`config.mk`:
```
export PLATFORM = sky130hd
export DESIGN_NAME = rv_core
export DESIGN_NICKNAME = d
export VERILOG_FILES = /design/src/rv_isa_pkg.sv /design/src/rv_pipe_pkg.sv /design/src/rv_fetch.sv /design/src/rv_reg_file.sv /design/src/rv_decode.sv /design/src/rv_execute.sv /design/src/rv_core.sv
export VERILOG_INCLUDE_DIRS = /design/src
export SDC_FILE = /design/constraint.sdc
export NUM_CORES = 2
export LEC_CHECK = 0
export BUFFER_PORTS_ARGS = -buffer_cell sky130_fd_sc_hd__buf_2
export CORE_ASPECT_RATIO = 0.6
export CORE_UTILIZATION = 41
export DETAILED_ROUTE_END_ITERATION = 10
export HOLD_SLACK_MARGIN = 0.02
export SLEW_MARGIN = 20
export SYNTH_ARGS = -nofsm -noshare
export SYNTH_HDL_FRONTEND = slang
export SYNTH_HIERARCHICAL = 1
export SYNTH_SLANG_ARGS = --single-unit
```
`constraint.sdc`:
```
create_clock -name clk -period 10.55 [get_ports clk]
set_input_delay 1.5825 -clock clk [delete_from_list [all_inputs] [get_ports clk]]
set_output_delay 1.5825 -clock clk [all_outputs]
set_load 0.1 [all_outputs]
```
`src/rv_core_macros.svh`:
```
`ifndef RV_CORE_MACROS_SVH
`define RV_CORE_MACROS_SVH

// --------------------------------------------------
// core sizing
// --------------------------------------------------
`define RV_XLEN 32
`define RV_REG_COUNT 32

// first fetch address out of reset
`define RV_RESET_VECTOR 32'h0000_0000

// addi x0, x0, 0
`define RV_NOP 32'h0000_0013

`endif

```
`src/rv_isa_pkg.sv`:
```
`include "rv_core_macros.svh"

package rv_isa_pkg;

    typedef logic [`RV_XLEN-1:0] word_t;
    typedef logic [4:0] reg_addr_t;

    // major opcodes of the supported subset
    typedef enum logic [6:0] {
        OP     = 7'b0110011,
        OP_IMM = 7'b0010011,
        LUI    = 7'b0110111,
        BRANCH = 7'b1100011,
        JAL    = 7'b1101111
    } opcode_t;

    // alu funct3
    localparam logic [2:0] F3_ADD_SUB = 3'b000;
    localparam logic [2:0] F3_SLL     = 3'b001;
    localparam logic [2:0] F3_SLT     = 3'b010;
    localparam logic [2:0] F3_SLTU    = 3'b011;
    localparam logic [2:0] F3_XOR     = 3'b100;
    localparam logic [2:0] F3_SRL_SRA = 3'b101;
    localparam logic [2:0] F3_OR      = 3'b110;
    localparam logic [2:0] F3_AND     = 3'b111;

    // branch funct3
    localparam logic [2:0] F3_BEQ  = 3'b000;
    localparam logic [2:0] F3_BNE  = 3'b001;
    localparam logic [2:0] F3_BLT  = 3'b100;
    localparam logic [2:0] F3_BGE  = 3'b101;
    localparam logic [2:0] F3_BLTU = 3'b110;
    localparam logic [2:0] F3_BGEU = 3'b111;

    // sub and sra
    localparam logic [6:0] F7_ALT = 7'b0100000;

    // --------------------------------------------------
    // instruction formats
    // --------------------------------------------------
    typedef struct packed {
        logic [6:0] funct7;
        reg_addr_t  rs2;
        reg_addr_t  rs1;
        logic [2:0] funct3;
        reg_addr_t  rd;
        opcode_t    opcode;
    } r_fmt_t;

    typedef struct packed {
        logic [11:0] imm;
        reg_addr_t   rs1;
        logic [2:0]  funct3;
        reg_addr_t   rd;
        opcode_t     opcode;
    } i_fmt_t;

    typedef struct packed {
        logic       imm12;
        logic [5:0] imm10_5;
        reg_addr_t  rs2;
        reg_addr_t  rs1;
        logic [2:0] funct3;
        logic [3:0] imm4_1;
        logic       imm11;
        opcode_t    opcode;
    } b_fmt_t;

    typedef struct packed {
        logic [19:0] imm31_12;
        reg_addr_t   rd;
        opcode_t     opcode;
    } u_fmt_t;

    typedef struct packed {
        logic       imm20;
        logic [9:0] imm10_1;
        logic       imm11;
        logic [7:0] imm19_12;
        reg_addr_t  rd;
        opcode_t    opcode;
    } j_fmt_t;

    // one fetched word, seen through each format
    typedef union packed {
        r_fmt_t r;
        i_fmt_t i;
        b_fmt_t b;
        u_fmt_t u;
        j_fmt_t j;
    } inst_u;

endpackage

```
`src/rv_pipe_pkg.sv`:
```
package rv_pipe_pkg;

    typedef enum logic [3:0] {
        ALU_ADD,
        ALU_SUB,
        ALU_AND,
        ALU_OR,
        ALU_XOR,
        ALU_SLT,
        ALU_SLTU,
        ALU_SLL,
        ALU_SRL,
        ALU_SRA
    } alu_op_t;

    // operand a source, zero for lui
    typedef enum logic [1:0] {
        A_SEL_RS1,
        A_SEL_PC,
        A_SEL_ZERO
    } a_sel_t;

    typedef enum logic {
        B_SEL_RS2,
        B_SEL_IMM
    } b_sel_t;

    // always is used by jal
    typedef enum logic [2:0] {
        BR_NONE,
        BR_EQ,
        BR_NE,
        BR_LT,
        BR_GE,
        BR_LTU,
        BR_GEU,
        BR_ALWAYS
    } br_cond_t;

    typedef enum logic {
        WB_ALU,
        WB_PC4
    } wb_sel_t;

endpackage

```
`src/rv_fetch.sv`:
```
`timescale 1ns/10ps
`include "rv_core_macros.svh"

module rv_fetch (
    input  logic              clk,
    input  logic              rst,
    input  logic              redirect_i,
    input  rv_isa_pkg::word_t redirect_pc_i,
    output rv_isa_pkg::word_t imem_addr_o,
    output rv_isa_pkg::word_t fet_pc_o,
    output logic              fet_valid_o
);
    import rv_isa_pkg::*;

    word_t pc_q;
    word_t pc_next;

    assign imem_addr_o = pc_q;

    // taken branch or jal in exe wins over sequential fetch
    assign pc_next = redirect_i ? redirect_pc_i : pc_q + word_t'(4);

    always_ff @(posedge clk) begin
        if (rst) begin
            pc_q        <= `RV_RESET_VECTOR;
            fet_valid_o <= 1'b0;
        end else begin
            pc_q        <= pc_next;
            // word returned after a redirect is wrong path
            fet_valid_o <= !redirect_i;
        end
    end

    // follows the memory latency so decode sees pc with its word
    always_ff @(posedge clk) begin
        fet_pc_o <= pc_q;
    end

endmodule

```
`src/rv_reg_file.sv`:
```
`timescale 1ns/10ps
`include "rv_core_macros.svh"

module rv_reg_file (
    input  logic                  clk,
    input  logic                  we_i,
    input  rv_isa_pkg::reg_addr_t waddr_i,
    input  rv_isa_pkg::word_t     wdata_i,
    input  rv_isa_pkg::reg_addr_t raddr_a_i,
    input  rv_isa_pkg::reg_addr_t raddr_b_i,
    output rv_isa_pkg::word_t     rdata_a_o,
    output rv_isa_pkg::word_t     rdata_b_o
);
    import rv_isa_pkg::*;

    word_t regs [`RV_REG_COUNT];

    // x0 stays zero, same-cycle write goes straight through
    function automatic word_t read_port(reg_addr_t addr);
        if (addr == '0) begin
            return '0;
        end
        if (we_i && (addr == waddr_i)) begin
            return wdata_i;
        end
        return regs[addr];
    endfunction

    always_ff @(posedge clk) begin
        if (we_i && (waddr_i != '0)) begin
            regs[waddr_i] <= wdata_i;
        end
    end

    always_comb begin
        rdata_a_o = read_port(raddr_a_i);
        rdata_b_o = read_port(raddr_b_i);
    end

endmodule

```
`src/rv_decode.sv`:
```
`timescale 1ns/10ps
`include "rv_core_macros.svh"

module rv_decode (
    input  logic                   clk,
    input  logic                   rst,
    input  rv_isa_pkg::word_t      imem_data_i,
    input  rv_isa_pkg::word_t      fet_pc_i,
    input  logic                   fet_valid_i,
    input  logic                   redirect_i,
    input  logic                   wb_we_i,
    input  rv_isa_pkg::reg_addr_t  wb_rd_i,
    input  rv_isa_pkg::word_t      wb_data_i,
    output logic                   dx_valid_o,
    output rv_isa_pkg::word_t      dx_pc_o,
    output rv_isa_pkg::reg_addr_t  dx_rs1_o,
    output rv_isa_pkg::reg_addr_t  dx_rs2_o,
    output rv_isa_pkg::word_t      dx_rs1_data_o,
    output rv_isa_pkg::word_t      dx_rs2_data_o,
    output rv_isa_pkg::word_t      dx_imm_o,
    output rv_isa_pkg::reg_addr_t  dx_rd_o,
    output logic                   dx_rd_we_o,
    output rv_pipe_pkg::alu_op_t   dx_alu_op_o,
    output rv_pipe_pkg::a_sel_t    dx_a_sel_o,
    output rv_pipe_pkg::b_sel_t    dx_b_sel_o,
    output rv_pipe_pkg::br_cond_t  dx_br_cond_o,
    output rv_pipe_pkg::wb_sel_t   dx_wb_sel_o
);
    import rv_isa_pkg::*;
    import rv_pipe_pkg::*;

    inst_u    inst;
    logic     is_alt;
    logic     load;
    logic     rd_we;
    alu_op_t  alu_op;
    a_sel_t   a_sel;
    b_sel_t   b_sel;
    br_cond_t br_cond;
    wb_sel_t  wb_sel;
    word_t    imm;
    word_t    rs1_data;
    word_t    rs2_data;

    // shared by register and immediate forms, sub only for register form
    function automatic alu_op_t alu_decode(logic [2:0] funct3, logic alt, logic reg_form);
        case (funct3)
            F3_ADD_SUB: return (alt && reg_form) ? ALU_SUB : ALU_ADD;
            F3_SLL:     return ALU_SLL;
            F3_SLT:     return ALU_SLT;
            F3_SLTU:    return ALU_SLTU;
            F3_XOR:     return ALU_XOR;
            F3_SRL_SRA: return alt ? ALU_SRA : ALU_SRL;
            F3_OR:      return ALU_OR;
            default:    return ALU_AND;
        endcase
    endfunction

    // invalid fetch slots decode as a nop
    assign inst   = fet_valid_i ? imem_data_i : `RV_NOP;
    assign is_alt = (inst.r.funct7 == F7_ALT);
    assign load   = fet_valid_i && !redirect_i;

    // --------------------------------------------------
    // control decode
    // --------------------------------------------------
    always_comb begin
        alu_op  = ALU_ADD;
        a_sel   = A_SEL_RS1;
        b_sel   = B_SEL_IMM;
        br_cond = BR_NONE;
        wb_sel  = WB_ALU;
        rd_we   = 1'b0;
        case (inst.r.opcode)
            OP: begin
                alu_op = alu_decode(inst.r.funct3, is_alt, 1'b1);
                b_sel  = B_SEL_RS2;
                rd_we  = 1'b1;
            end
            OP_IMM: begin
                alu_op = alu_decode(inst.i.funct3, is_alt, 1'b0);
                rd_we  = 1'b1;
            end
            LUI: begin
                a_sel = A_SEL_ZERO;
                rd_we = 1'b1;
            end
            BRANCH: begin
                // alu builds the target, compare runs beside it
                a_sel = A_SEL_PC;
                case (inst.b.funct3)
                    F3_BEQ:  br_cond = BR_EQ;
                    F3_BNE:  br_cond = BR_NE;
                    F3_BLT:  br_cond = BR_LT;
                    F3_BGE:  br_cond = BR_GE;
                    F3_BLTU: br_cond = BR_LTU;
                    F3_BGEU: br_cond = BR_GEU;
                    default: br_cond = BR_NONE;
                endcase
            end
            JAL: begin
                a_sel   = A_SEL_PC;
                br_cond = BR_ALWAYS;
                wb_sel  = WB_PC4;
                rd_we   = 1'b1;
            end
            default: ;
        endcase
    end

    // immediate per format
    always_comb begin
        case (inst.r.opcode)
            OP_IMM:  imm = {{20{inst.i.imm[11]}}, inst.i.imm};
            LUI:     imm = {inst.u.imm31_12, 12'b0};
            BRANCH:  imm = {{20{inst.b.imm12}}, inst.b.imm11, inst.b.imm10_5,
                            inst.b.imm4_1, 1'b0};
            JAL:     imm = {{12{inst.j.imm20}}, inst.j.imm19_12, inst.j.imm11,
                            inst.j.imm10_1, 1'b0};
            default: imm = '0;
        endcase
    end

    rv_reg_file rv_reg_file_inst (
        .clk       (clk),
        .we_i      (wb_we_i),
        .waddr_i   (wb_rd_i),
        .wdata_i   (wb_data_i),
        .raddr_a_i (inst.i.rs1),
        .raddr_b_i (inst.r.rs2),
        .rdata_a_o (rs1_data),
        .rdata_b_o (rs2_data)
    );

    // --------------------------------------------------
    // dec/exe register
    // --------------------------------------------------
    always_ff @(posedge clk) begin
        if (rst) begin
            dx_valid_o   <= 1'b0;
            dx_rd_we_o   <= 1'b0;
            dx_br_cond_o <= BR_NONE;
        end else begin
            dx_valid_o   <= load;
            dx_rd_we_o   <= load && rd_we;
            // a squashed branch must not redirect from exe
            dx_br_cond_o <= load ? br_cond : BR_NONE;
        end
    end

    always_ff @(posedge clk) begin
        dx_pc_o       <= fet_pc_i;
        dx_rs1_o      <= inst.i.rs1;
        dx_rs2_o      <= inst.r.rs2;
        dx_rs1_data_o <= rs1_data;
        dx_rs2_data_o <= rs2_data;
        dx_imm_o      <= imm;
        dx_rd_o       <= inst.r.rd;
        dx_alu_op_o   <= alu_op;
        dx_a_sel_o    <= a_sel;
        dx_b_sel_o    <= b_sel;
        dx_wb_sel_o   <= wb_sel;
    end

endmodule

```
`src/rv_execute.sv`:
```
`timescale 1ns/10ps

module rv_execute (
    input  logic                   clk,
    input  logic                   rst,
    input  logic                   dx_valid_i,
    input  rv_isa_pkg::word_t      dx_pc_i,
    input  rv_isa_pkg::reg_addr_t  dx_rs1_i,
    input  rv_isa_pkg::reg_addr_t  dx_rs2_i,
    input  rv_isa_pkg::word_t      dx_rs1_data_i,
    input  rv_isa_pkg::word_t      dx_rs2_data_i,
    input  rv_isa_pkg::word_t      dx_imm_i,
    input  rv_isa_pkg::reg_addr_t  dx_rd_i,
    input  logic                   dx_rd_we_i,
    input  rv_pipe_pkg::alu_op_t   dx_alu_op_i,
    input  rv_pipe_pkg::a_sel_t    dx_a_sel_i,
    input  rv_pipe_pkg::b_sel_t    dx_b_sel_i,
    input  rv_pipe_pkg::br_cond_t  dx_br_cond_i,
    input  rv_pipe_pkg::wb_sel_t   dx_wb_sel_i,
    output logic                   redirect_o,
    output rv_isa_pkg::word_t      redirect_pc_o,
    output logic                   wb_we_o,
    output rv_isa_pkg::reg_addr_t  wb_rd_o,
    output rv_isa_pkg::word_t      wb_data_o,
    output logic                   retire_valid_o,
    output rv_isa_pkg::word_t      retire_pc_o,
    output rv_isa_pkg::reg_addr_t  retire_rd_o,
    output rv_isa_pkg::word_t      retire_data_o
);
    import rv_isa_pkg::*;
    import rv_pipe_pkg::*;

    logic  wb_nz;
    logic  taken;
    word_t rs1_val;
    word_t rs2_val;
    word_t alu_a;
    word_t alu_b;
    word_t alu_res;

    // wbk writes a real register this cycle
    assign wb_nz = wb_we_o && (wb_rd_o != '0);

    // --------------------------------------------------
    // forwarding from wbk
    // --------------------------------------------------
    assign rs1_val = (wb_nz && (wb_rd_o == dx_rs1_i)) ? wb_data_o : dx_rs1_data_i;
    assign rs2_val = (wb_nz && (wb_rd_o == dx_rs2_i)) ? wb_data_o : dx_rs2_data_i;

    always_comb begin
        case (dx_a_sel_i)
            A_SEL_PC:   alu_a = dx_pc_i;
            A_SEL_ZERO: alu_a = '0;
            default:    alu_a = rs1_val;
        endcase
    end

    assign alu_b = (dx_b_sel_i == B_SEL_IMM) ? dx_imm_i : rs2_val;

    always_comb begin
        case (dx_alu_op_i)
            ALU_SUB:  alu_res = alu_a - alu_b;
            ALU_AND:  alu_res = alu_a & alu_b;
            ALU_OR:   alu_res = alu_a | alu_b;
            ALU_XOR:  alu_res = alu_a ^ alu_b;
            ALU_SLT:  alu_res = word_t'($signed(alu_a) < $signed(alu_b));
            ALU_SLTU: alu_res = word_t'(alu_a < alu_b);
            ALU_SLL:  alu_res = alu_a << alu_b[4:0];
            ALU_SRL:  alu_res = alu_a >> alu_b[4:0];
            ALU_SRA:  alu_res = word_t'($signed(alu_a) >>> alu_b[4:0]);
            default:  alu_res = alu_a + alu_b;
        endcase
    end

    // branch compare on the forwarded sources
    always_comb begin
        case (dx_br_cond_i)
            BR_EQ:     taken = (rs1_val == rs2_val);
            BR_NE:     taken = (rs1_val != rs2_val);
            BR_LT:     taken = ($signed(rs1_val) < $signed(rs2_val));
            BR_GE:     taken = ($signed(rs1_val) >= $signed(rs2_val));
            BR_LTU:    taken = (rs1_val < rs2_val);
            BR_GEU:    taken = (rs1_val >= rs2_val);
            BR_ALWAYS: taken = 1'b1;
            default:   taken = 1'b0;
        endcase
    end

    // target is pc + imm out of the alu
    assign redirect_o    = dx_valid_i && taken;
    assign redirect_pc_o = alu_res;

    // --------------------------------------------------
    // exe/wbk register
    // --------------------------------------------------
    always_ff @(posedge clk) begin
        if (rst) begin
            retire_valid_o <= 1'b0;
            wb_we_o        <= 1'b0;
        end else begin
            retire_valid_o <= dx_valid_i;
            wb_we_o        <= dx_valid_i && dx_rd_we_i;
        end
    end

    always_ff @(posedge clk) begin
        retire_pc_o <= dx_pc_i;
        wb_rd_o     <= dx_rd_i;
        wb_data_o   <= (dx_wb_sel_i == WB_PC4) ? dx_pc_i + word_t'(4) : alu_res;
    end

    // nothing written shows up as x0 with zero data
    assign retire_rd_o   = wb_nz ? wb_rd_o : '0;
    assign retire_data_o = wb_nz ? wb_data_o : '0;

endmodule

```
`src/rv_core.sv`:
```
`timescale 1ns/10ps

module rv_core (
    input  logic                  clk,
    input  logic                  rst,
    output rv_isa_pkg::word_t     imem_addr_o,
    input  rv_isa_pkg::word_t     imem_data_i,
    output logic                  retire_valid_o,
    output rv_isa_pkg::word_t     retire_pc_o,
    output rv_isa_pkg::reg_addr_t retire_rd_o,
    output rv_isa_pkg::word_t     retire_data_o
);
    import rv_isa_pkg::*;
    import rv_pipe_pkg::*;

    // fet to dec
    word_t     fet_pc;
    logic      fet_valid;

    // exe back to fet and dec
    logic      redirect;
    word_t     redirect_pc;
    logic      wb_we;
    reg_addr_t wb_rd;
    word_t     wb_data;

    // dec/exe register
    logic      dx_valid;
    word_t     dx_pc;
    reg_addr_t dx_rs1;
    reg_addr_t dx_rs2;
    word_t     dx_rs1_data;
    word_t     dx_rs2_data;
    word_t     dx_imm;
    reg_addr_t dx_rd;
    logic      dx_rd_we;
    alu_op_t   dx_alu_op;
    a_sel_t    dx_a_sel;
    b_sel_t    dx_b_sel;
    br_cond_t  dx_br_cond;
    wb_sel_t   dx_wb_sel;

    rv_fetch rv_fetch_inst (
        .clk           (clk),
        .rst           (rst),
        .redirect_i    (redirect),
        .redirect_pc_i (redirect_pc),
        .imem_addr_o   (imem_addr_o),
        .fet_pc_o      (fet_pc),
        .fet_valid_o   (fet_valid)
    );

    rv_decode rv_decode_inst (
        .clk           (clk),
        .rst           (rst),
        .imem_data_i   (imem_data_i),
        .fet_pc_i      (fet_pc),
        .fet_valid_i   (fet_valid),
        .redirect_i    (redirect),
        .wb_we_i       (wb_we),
        .wb_rd_i       (wb_rd),
        .wb_data_i     (wb_data),
        .dx_valid_o    (dx_valid),
        .dx_pc_o       (dx_pc),
        .dx_rs1_o      (dx_rs1),
        .dx_rs2_o      (dx_rs2),
        .dx_rs1_data_o (dx_rs1_data),
        .dx_rs2_data_o (dx_rs2_data),
        .dx_imm_o      (dx_imm),
        .dx_rd_o       (dx_rd),
        .dx_rd_we_o    (dx_rd_we),
        .dx_alu_op_o   (dx_alu_op),
        .dx_a_sel_o    (dx_a_sel),
        .dx_b_sel_o    (dx_b_sel),
        .dx_br_cond_o  (dx_br_cond),
        .dx_wb_sel_o   (dx_wb_sel)
    );

    rv_execute rv_execute_inst (
        .clk            (clk),
        .rst            (rst),
        .dx_valid_i     (dx_valid),
        .dx_pc_i        (dx_pc),
        .dx_rs1_i       (dx_rs1),
        .dx_rs2_i       (dx_rs2),
        .dx_rs1_data_i  (dx_rs1_data),
        .dx_rs2_data_i  (dx_rs2_data),
        .dx_imm_i       (dx_imm),
        .dx_rd_i        (dx_rd),
        .dx_rd_we_i     (dx_rd_we),
        .dx_alu_op_i    (dx_alu_op),
        .dx_a_sel_i     (dx_a_sel),
        .dx_b_sel_i     (dx_b_sel),
        .dx_br_cond_i   (dx_br_cond),
        .dx_wb_sel_i    (dx_wb_sel),
        .redirect_o     (redirect),
        .redirect_pc_o  (redirect_pc),
        .wb_we_o        (wb_we),
        .wb_rd_o        (wb_rd),
        .wb_data_o      (wb_data),
        .retire_valid_o (retire_valid_o),
        .retire_pc_o    (retire_pc_o),
        .retire_rd_o    (retire_rd_o),
        .retire_data_o  (retire_data_o)
    );

endmodule

```
# == Word-level counts from Yosys, hierarchy flattened ==
# Memory sizes are Yosys's and may differ from the RTL's.
# Cells that the tools add are included.
# op_classes
add_sub_neg,4
n_lt_le_gt_ge,6
n_eq_ne,37
n_shift,3
n_mux,39
bitwise,4
reduce_logical,17
# op_table
cell,n
32-bit two-way mux,15
32-bit one-hot mux with 9 select lines,1
32-bit < comparator,4
32-bit one-hot mux with 4 select lines,1
"32-bit by 3-bit adder with 32-bit output, second input constant",2
32-bit >= comparator,2
32-bit one-hot mux with 2 select lines,1
4-bit one-hot mux with 7 select lines,2
32-bit adder,1
32-bit bitwise AND,1
32-bit equality test,1
32-bit != test,1
32-bit bitwise OR,1
32-bit by 5-bit left shift with 32-bit output,1
32-bit by 5-bit >> shifter with 32-bit output,1
32-bit by 5-bit >>> shifter with 32-bit output,1
32-bit subtractor,1
32-bit bitwise XOR,1
"3-bit equality test, second input constant",8
"7-bit by 6-bit equality test with 1-bit output, second input constant",3
5-bit equality test,4
3-bit one-hot mux with 6 select lines,1
"4-bit by 3-bit equality test with 1-bit output, second input constant",4
"7-bit equality test, second input constant",2
22 further kinds,50
# word_totals
reg_bits,292
ramBits,1024
inputBits,34
output_inout_bits,102
elab_cells,133
memories,1
# mem_list
memory,depth,word_bits,read_ports,rd_ports_with_merged_regs,write_ports,line_no,source
rv_decode_inst.rv_reg_file_inst.regs,32,32,2,0,1,rv_reg_file.sv:16,word_t regs [`RV_REG_COUNT];

# == Logic depth before layout (Yosys ltp) ==
# logic_depth
ltp_word,11
mapped_depth,23
depth_no_buf,21

# == Hierarchy ==
# The synthesis kept the hierarchy.
# modules_own_cells
module,n_inst,cells_each,area_per_inst_um2,seq_area_each_um2
rv_reg_file,1,2542,47718.3,30749.5
rv_execute,1,1995,14487.6,1421.4
rv_decode,1,285,3857.4,3123.0
rv_fetch,1,249,2397.3,1301.2

# == Worst setup path after synthesis ==
# OpenSTA, ideal clock, no wires.
# synth_path
path_kind,reg2reg
start,register rv_execute_inst.wb_rd_o[0]
end,register rv_fetch_inst.pc_q[22] (netlist: rv_fetch_inst/imem_addr_o[22])
setup_time_ps,114
arrival_ps,5310
required_ps,10436
slack_ps,5125
stages_incl_launch_ff,22
path_buffers,4
synth_period_minus_slack_ps,5425
path_cell_list,dfxtp_1 -> buf_2 -> xnor2_1 -> nand4_1 -> nor2_2 -> buf_2 -> buf_1 -> mux2_2 -> ha_1 -> a21o_1 -> a21o_1 -> a21o_1 -> a21o_1 -> a221o_1 -> a2bb2oi_1 -> nand3_1 -> a21oi_1 -> mux2i_1 -> nor4b_1 -> clkbuf_1 -> nor2_1 -> a2111oi_0
# synth_between
elab_chain_cells,8
word_cells_on_any_way,28
cone_classes,add/sub: 2; order compare: 4; eq/ne: 4; shift: 3; mux: 7; bitwise: 3; reduce/logical: 5
# synth_lines
element,line_no,source
from (decl),rv_execute.sv:23,"output rv_isa_pkg::reg_addr_t wb_rd_o,"
from (signal assigned),rv_execute.sv:108,wb_rd_o <= dx_rd_i;
5-bit nonzero test,rv_execute.sv:42,assign wb_nz = wb_we_o && (wb_rd_o != '0);
1-bit logical AND,rv_execute.sv:42,
"1-bit logical AND, on equally long branches","rv_execute.sv:47, rv_execute.sv:48",
"32-bit two-way mux, on equally long branches","rv_execute.sv:47, rv_execute.sv:48",
32-bit >= comparator (tied with other cells),rv_execute.sv:83,BR_GEU: taken = (rs1_val >= rs2_val);
1-bit one-hot mux with 7 select lines (*),rv_execute.sv:77,case (dx_br_cond_i)
1-bit logical AND (*),rv_execute.sv:90,assign redirect_o = dx_valid_i && taken;
named net redirect,rv_core.sv:21,logic redirect;
32-bit two-way mux (*),rv_fetch.sv:21,assign pc_next = redirect_i ? redirect_pc_i : pc_q + word_t'(4);
to (signal assigned),rv_fetch.sv:25,pc_q <= `RV_RESET_VECTOR;
to (signal assigned),rv_fetch.sv:28,pc_q <= pc_next;
to (decl),rv_fetch.sv:15,word_t pc_q;
# The timed path passes the listed nets; every way through them passes the cells marked *.
# A chain may end at the register's enable or synchronous reset.

# == Worst setup path in the final report ==
# layout_path
start,register rv_execute_inst.wb_rd_o[0]
end,register rv_fetch_inst.pc_q[29] (netlist: rv_fetch_inst/imem_addr_o[29])
# The elaborated chain is that of the path after synthesis.

==> impl_metrics.ini <==
[synthesis]
synth_cell_type_count = 113
yosys-top-cells-area = edfxtp_1, mux4_2, dfxtp_1
async_flop_share = 0
synth_top_flop_cell = edfxtp_1
synth_cells = 5071
synth_top_area_frac = 0.449
syn_area_per_cell_um2 = 13.5
synth_area_leader_cell = edfxtp_1
synth-edff-count = 1024
syn_area_mm2 = 0.0685
ys_seq_area_frac = 0.535
ys_warn_count = 6
synth-seq-cells = 1316

[clocking]
postCtsResizedCells = 0
clk_latency_ps = 770
clkSlewWorstSetupHoldPaths_ps = 70
htreeDepth = 3
clock_path_buffers = 3
clock_sinks = 1316
cts_made_buffers = 118
holdBufCountCts = 0
tritoncts = built
root_buffer = clkbuf_16
cts_setup_buffers = 0

[placed_design]
port_buffers = 135
hpwl_um = 215000
globalplace.congestion = 1.09

[worst_setup_path]
endpoint_kind = flop
crit_top_cell = nand3_1
arrival_ps = 8250
r2r_end = rv_fetch_inst/imem_addr_o[29]
crit_chain = xnor2_1 -> nand4_1 -> nor2_4 -> buf_4 -> mux2_2 -> ha_1 -> nand3_1 -> nor3_1 -> nand3_1 -> nor4_1 -> nand3_1 -> a211o_1 -> nand3_1 -> mux2i_1 -> nor4b_1 -> nor4b_2 -> buf_4 -> inv_1 -> buf_4 -> and4_1 -> a2111oi_0
reg2regPathDepth = 21
r2r-start = rv_execute_inst/wb_rd_o[0]
cp_top_family = simple AND/OR/NAND/NOR gates
start_kind = flop
path_max_fanout = 63
criticalPathCategory = flop to flop
cpMaxStageDelayCell = buf_4
cpPeakStageDelay_ps = 800
crit_buf_inv = 4
critical_path_required_ps = 11180
rrSetupSlack_ps = 2930

[floorplanning]
die-area_mm2 = 0.169
start_util = 0.416
io_pins = 136
core_area_mm2 = 0.165
std_cell_rows = 115
die-height_um = 319
die_w_um = 530

[timing]
clock_skew_ps = 44.8
tightest_slew_ps = 1260
finalSetupViolCount = 0
timing.fmax_ghz = 0.131
layout_min_cycle_time_ps = 7620
maxSlewViolCount = 0
finalCritPeriodShare = 0.723
hold_violations = 0
setup-tns-final_ps = 0
relSlewSlack = 0.139
rsz0062_at_grt = false

[global_routing]
grt_pass1_wl_um = 420000
grt-ovfl-total = 0
grtUsageTotal = 0.365
grt_max_degree = 99
grt_pass1_vias = 48000
antenna_found_initial = 30

[pwr]
peakVddDrop_v = 0.000145
p_leak_nw = 26.0
powerDensity_mw_per_mm2 = 172

[route]
ant_nets = 0
vias_per_cell = 7.00
routed_wl_um = 314000
drc = 0
drt_iter0_drc = 9280
wl_per_cell_um = 41.8
vias = 52600
detailedRoute.firstPassIterationCount = 6

[worst_hold_path]
worstHoldEndpoint = rv_decode_inst/dx_pc_o[16]
min_from = rv_fetch_inst/fet_pc_o[16]
holdPathStages = 0
worstHoldPathType = flop to flop

[layout]
drive_above_1_share = 0.218
area_delta_synth_final_pct = 11.5
utilization = 0.463
finalNetCount = 5349
n_fill_cell = 14600

[flow_run]
max_cap_viol_count = 0

[outcome]
status = finished, final reports clean
## synthesized netlist by cell type (all sizes together), types with 13 or more instances
library cell and count:
nor2 297, o21ai 140, a221oi 31, dfxtp 292, inv 130, and2 60, a211oi 71, a311oi 13
a22oi 147, mux4 401, nand3 83, mux2i 430, nor3 53, edfxtp 1024, a22o 36, and3 28
a21oi 178, o22ai 91, a31oi 25, xnor2 52, nand2 304, nor4 23, o21a 14, nand2b 24
buf 165, clkbuf 203, a32o 31, o211ai 76, nand4 61, o221a 13, a221o 20, nor2b 22
mux2 62, o31ai 19, or3 22, xor2 23, o221ai 45, o2111ai 17, ha 132, a21o 34
## logic make-up (layout without fill, tap and decap cells)
kind of cell,count (synthesis),count (layout),share of synthesized area
DFF,1316,1316,0.535
buffers and inverters,502,685,0.0334
and+or+nand+nor,1034,1034,0.0731
other,1,40,0.0000548
xor gates and xnor gates,75,75,0.00959
adders and majority gates,134,134,0.0247
muxes,893,893,0.206
AOI/OAI and AO/OA,1116,1116,0.119
## state kept, by name (all words and copies together) (netlist names), 2 cells and up
signal,flops
rv_decode_inst/rv_reg_file_inst/regs,1024
rv_decode_inst/dx_imm_o,32
rv_decode_inst/dx_pc_o,32
rv_decode_inst/dx_rs1_data_o,32
rv_decode_inst/dx_rs2_data_o,32
rv_execute_inst/retire_pc_o,32
rv_execute_inst/wb_data_o,32
rv_fetch_inst/fet_pc_o,32
rv_fetch_inst/imem_addr_o,32
rv_decode_inst/dx_rd_o,5
rv_decode_inst/dx_rs1_o,5
rv_decode_inst/dx_rs2_o,5
rv_execute_inst/wb_rd_o,5
rv_decode_inst/dx_alu_op_o,4
rv_decode_inst/dx_br_cond_o,3
rv_decode_inst/dx_a_sel_o,2
## power by group
part	leakage, nW	internal, mW	switching [mW]
clock	1.97	2.50	2.09
combinational	12.3	0.697	1.84
sequential	11.7	5.88	0.120
total	26.0	9.08	4.05
## stage by stage
stage          cell area (um^2)  total power, mW  hold slack, ps  worst slack, ps  cells
3_3_place_gp              72200             8.48             310             3690   7283
6_report                  76300             13.1             323             2930   7516
2_1_floorplan             68600             7.35             310             5130   5102
4_1_cts                   76300             13.0             327             3480   7508
5_1_grt                   76300             13.4             329             2810   7508
3_5_place_dp              72200             8.47             312             3510   7284
## cell type report
class	instances	area, um^2	area share
inverters	134	541	0.00708
multi-input cells	3284	30200	0.395
clock inverters	84	923	0.0121
diodes	8	20.0	0.000262
clock buffers	140	3120	0.0409
repair buffers	327	2170	0.0284
flip-flops and latches	1316	36600	0.479
well taps	2223	2780	0.0364
## worst register-to-register path, stage by stage (launching register included)
cell       delay, ps
dfxtp_1          720
xnor2_1          230
nand4_1          220
nor2_4           130
buf_4            800
mux2_2           430
ha_1             380
nand3_1          210
nor3_1           270
nand3_1          200
nor4_1           530
nand3_1          470
a211o_1          380
nand3_1          250
mux2i_1          310
nor4b_1          100
nor4b_2          220
buf_4            380
inv_1            330
buf_4            350
and4_1           210
a2111oi_0        380
## metal layers
layer,global-route usage,routed length (um)
met2,0.420,110000
met5,0.0182,787
met1,0.564,137000
met4,0.0773,7290
met3,0.209,58200
## cells in the final DEF (no fill, tap or decap), types with 131 or more instances in the layout
cell	n
ha_1	131
dfxtp_1	291
buf_4	187
mux2i_1	421
edfxtp_1	1024
nor2_1	260
buf_2	135
a21oi_1	176
a22oi_1	147
nand2_1	303
mux4_2	401
## how the worst max path moves through the flow
stage	from	endpoint	slack [ps]	cells past startpoint
6_report	rv_execute_inst/wb_rd_o[0]	rv_fetch_inst/imem_addr_o[29]	2930	21
5_1_grt	rv_execute_inst/wb_rd_o[0]	rv_fetch_inst/imem_addr_o[31]	2810	21
4_1_cts	rv_execute_inst/wb_rd_o[0]	rv_fetch_inst/imem_addr_o[29]	3480	21
3_5_place_dp	rv_execute_inst/wb_rd_o[0]	rv_fetch_inst/imem_addr_o[29]	3510	21
3_3_place_gp	rv_execute_inst/wb_rd_o[1]	rv_execute_inst/wb_data_o[0]	3690	17
2_1_floorplan	rv_execute_inst/wb_rd_o[0]	rv_fetch_inst/imem_addr_o[22]	5130	21
(Power assumes the default switching activity.)
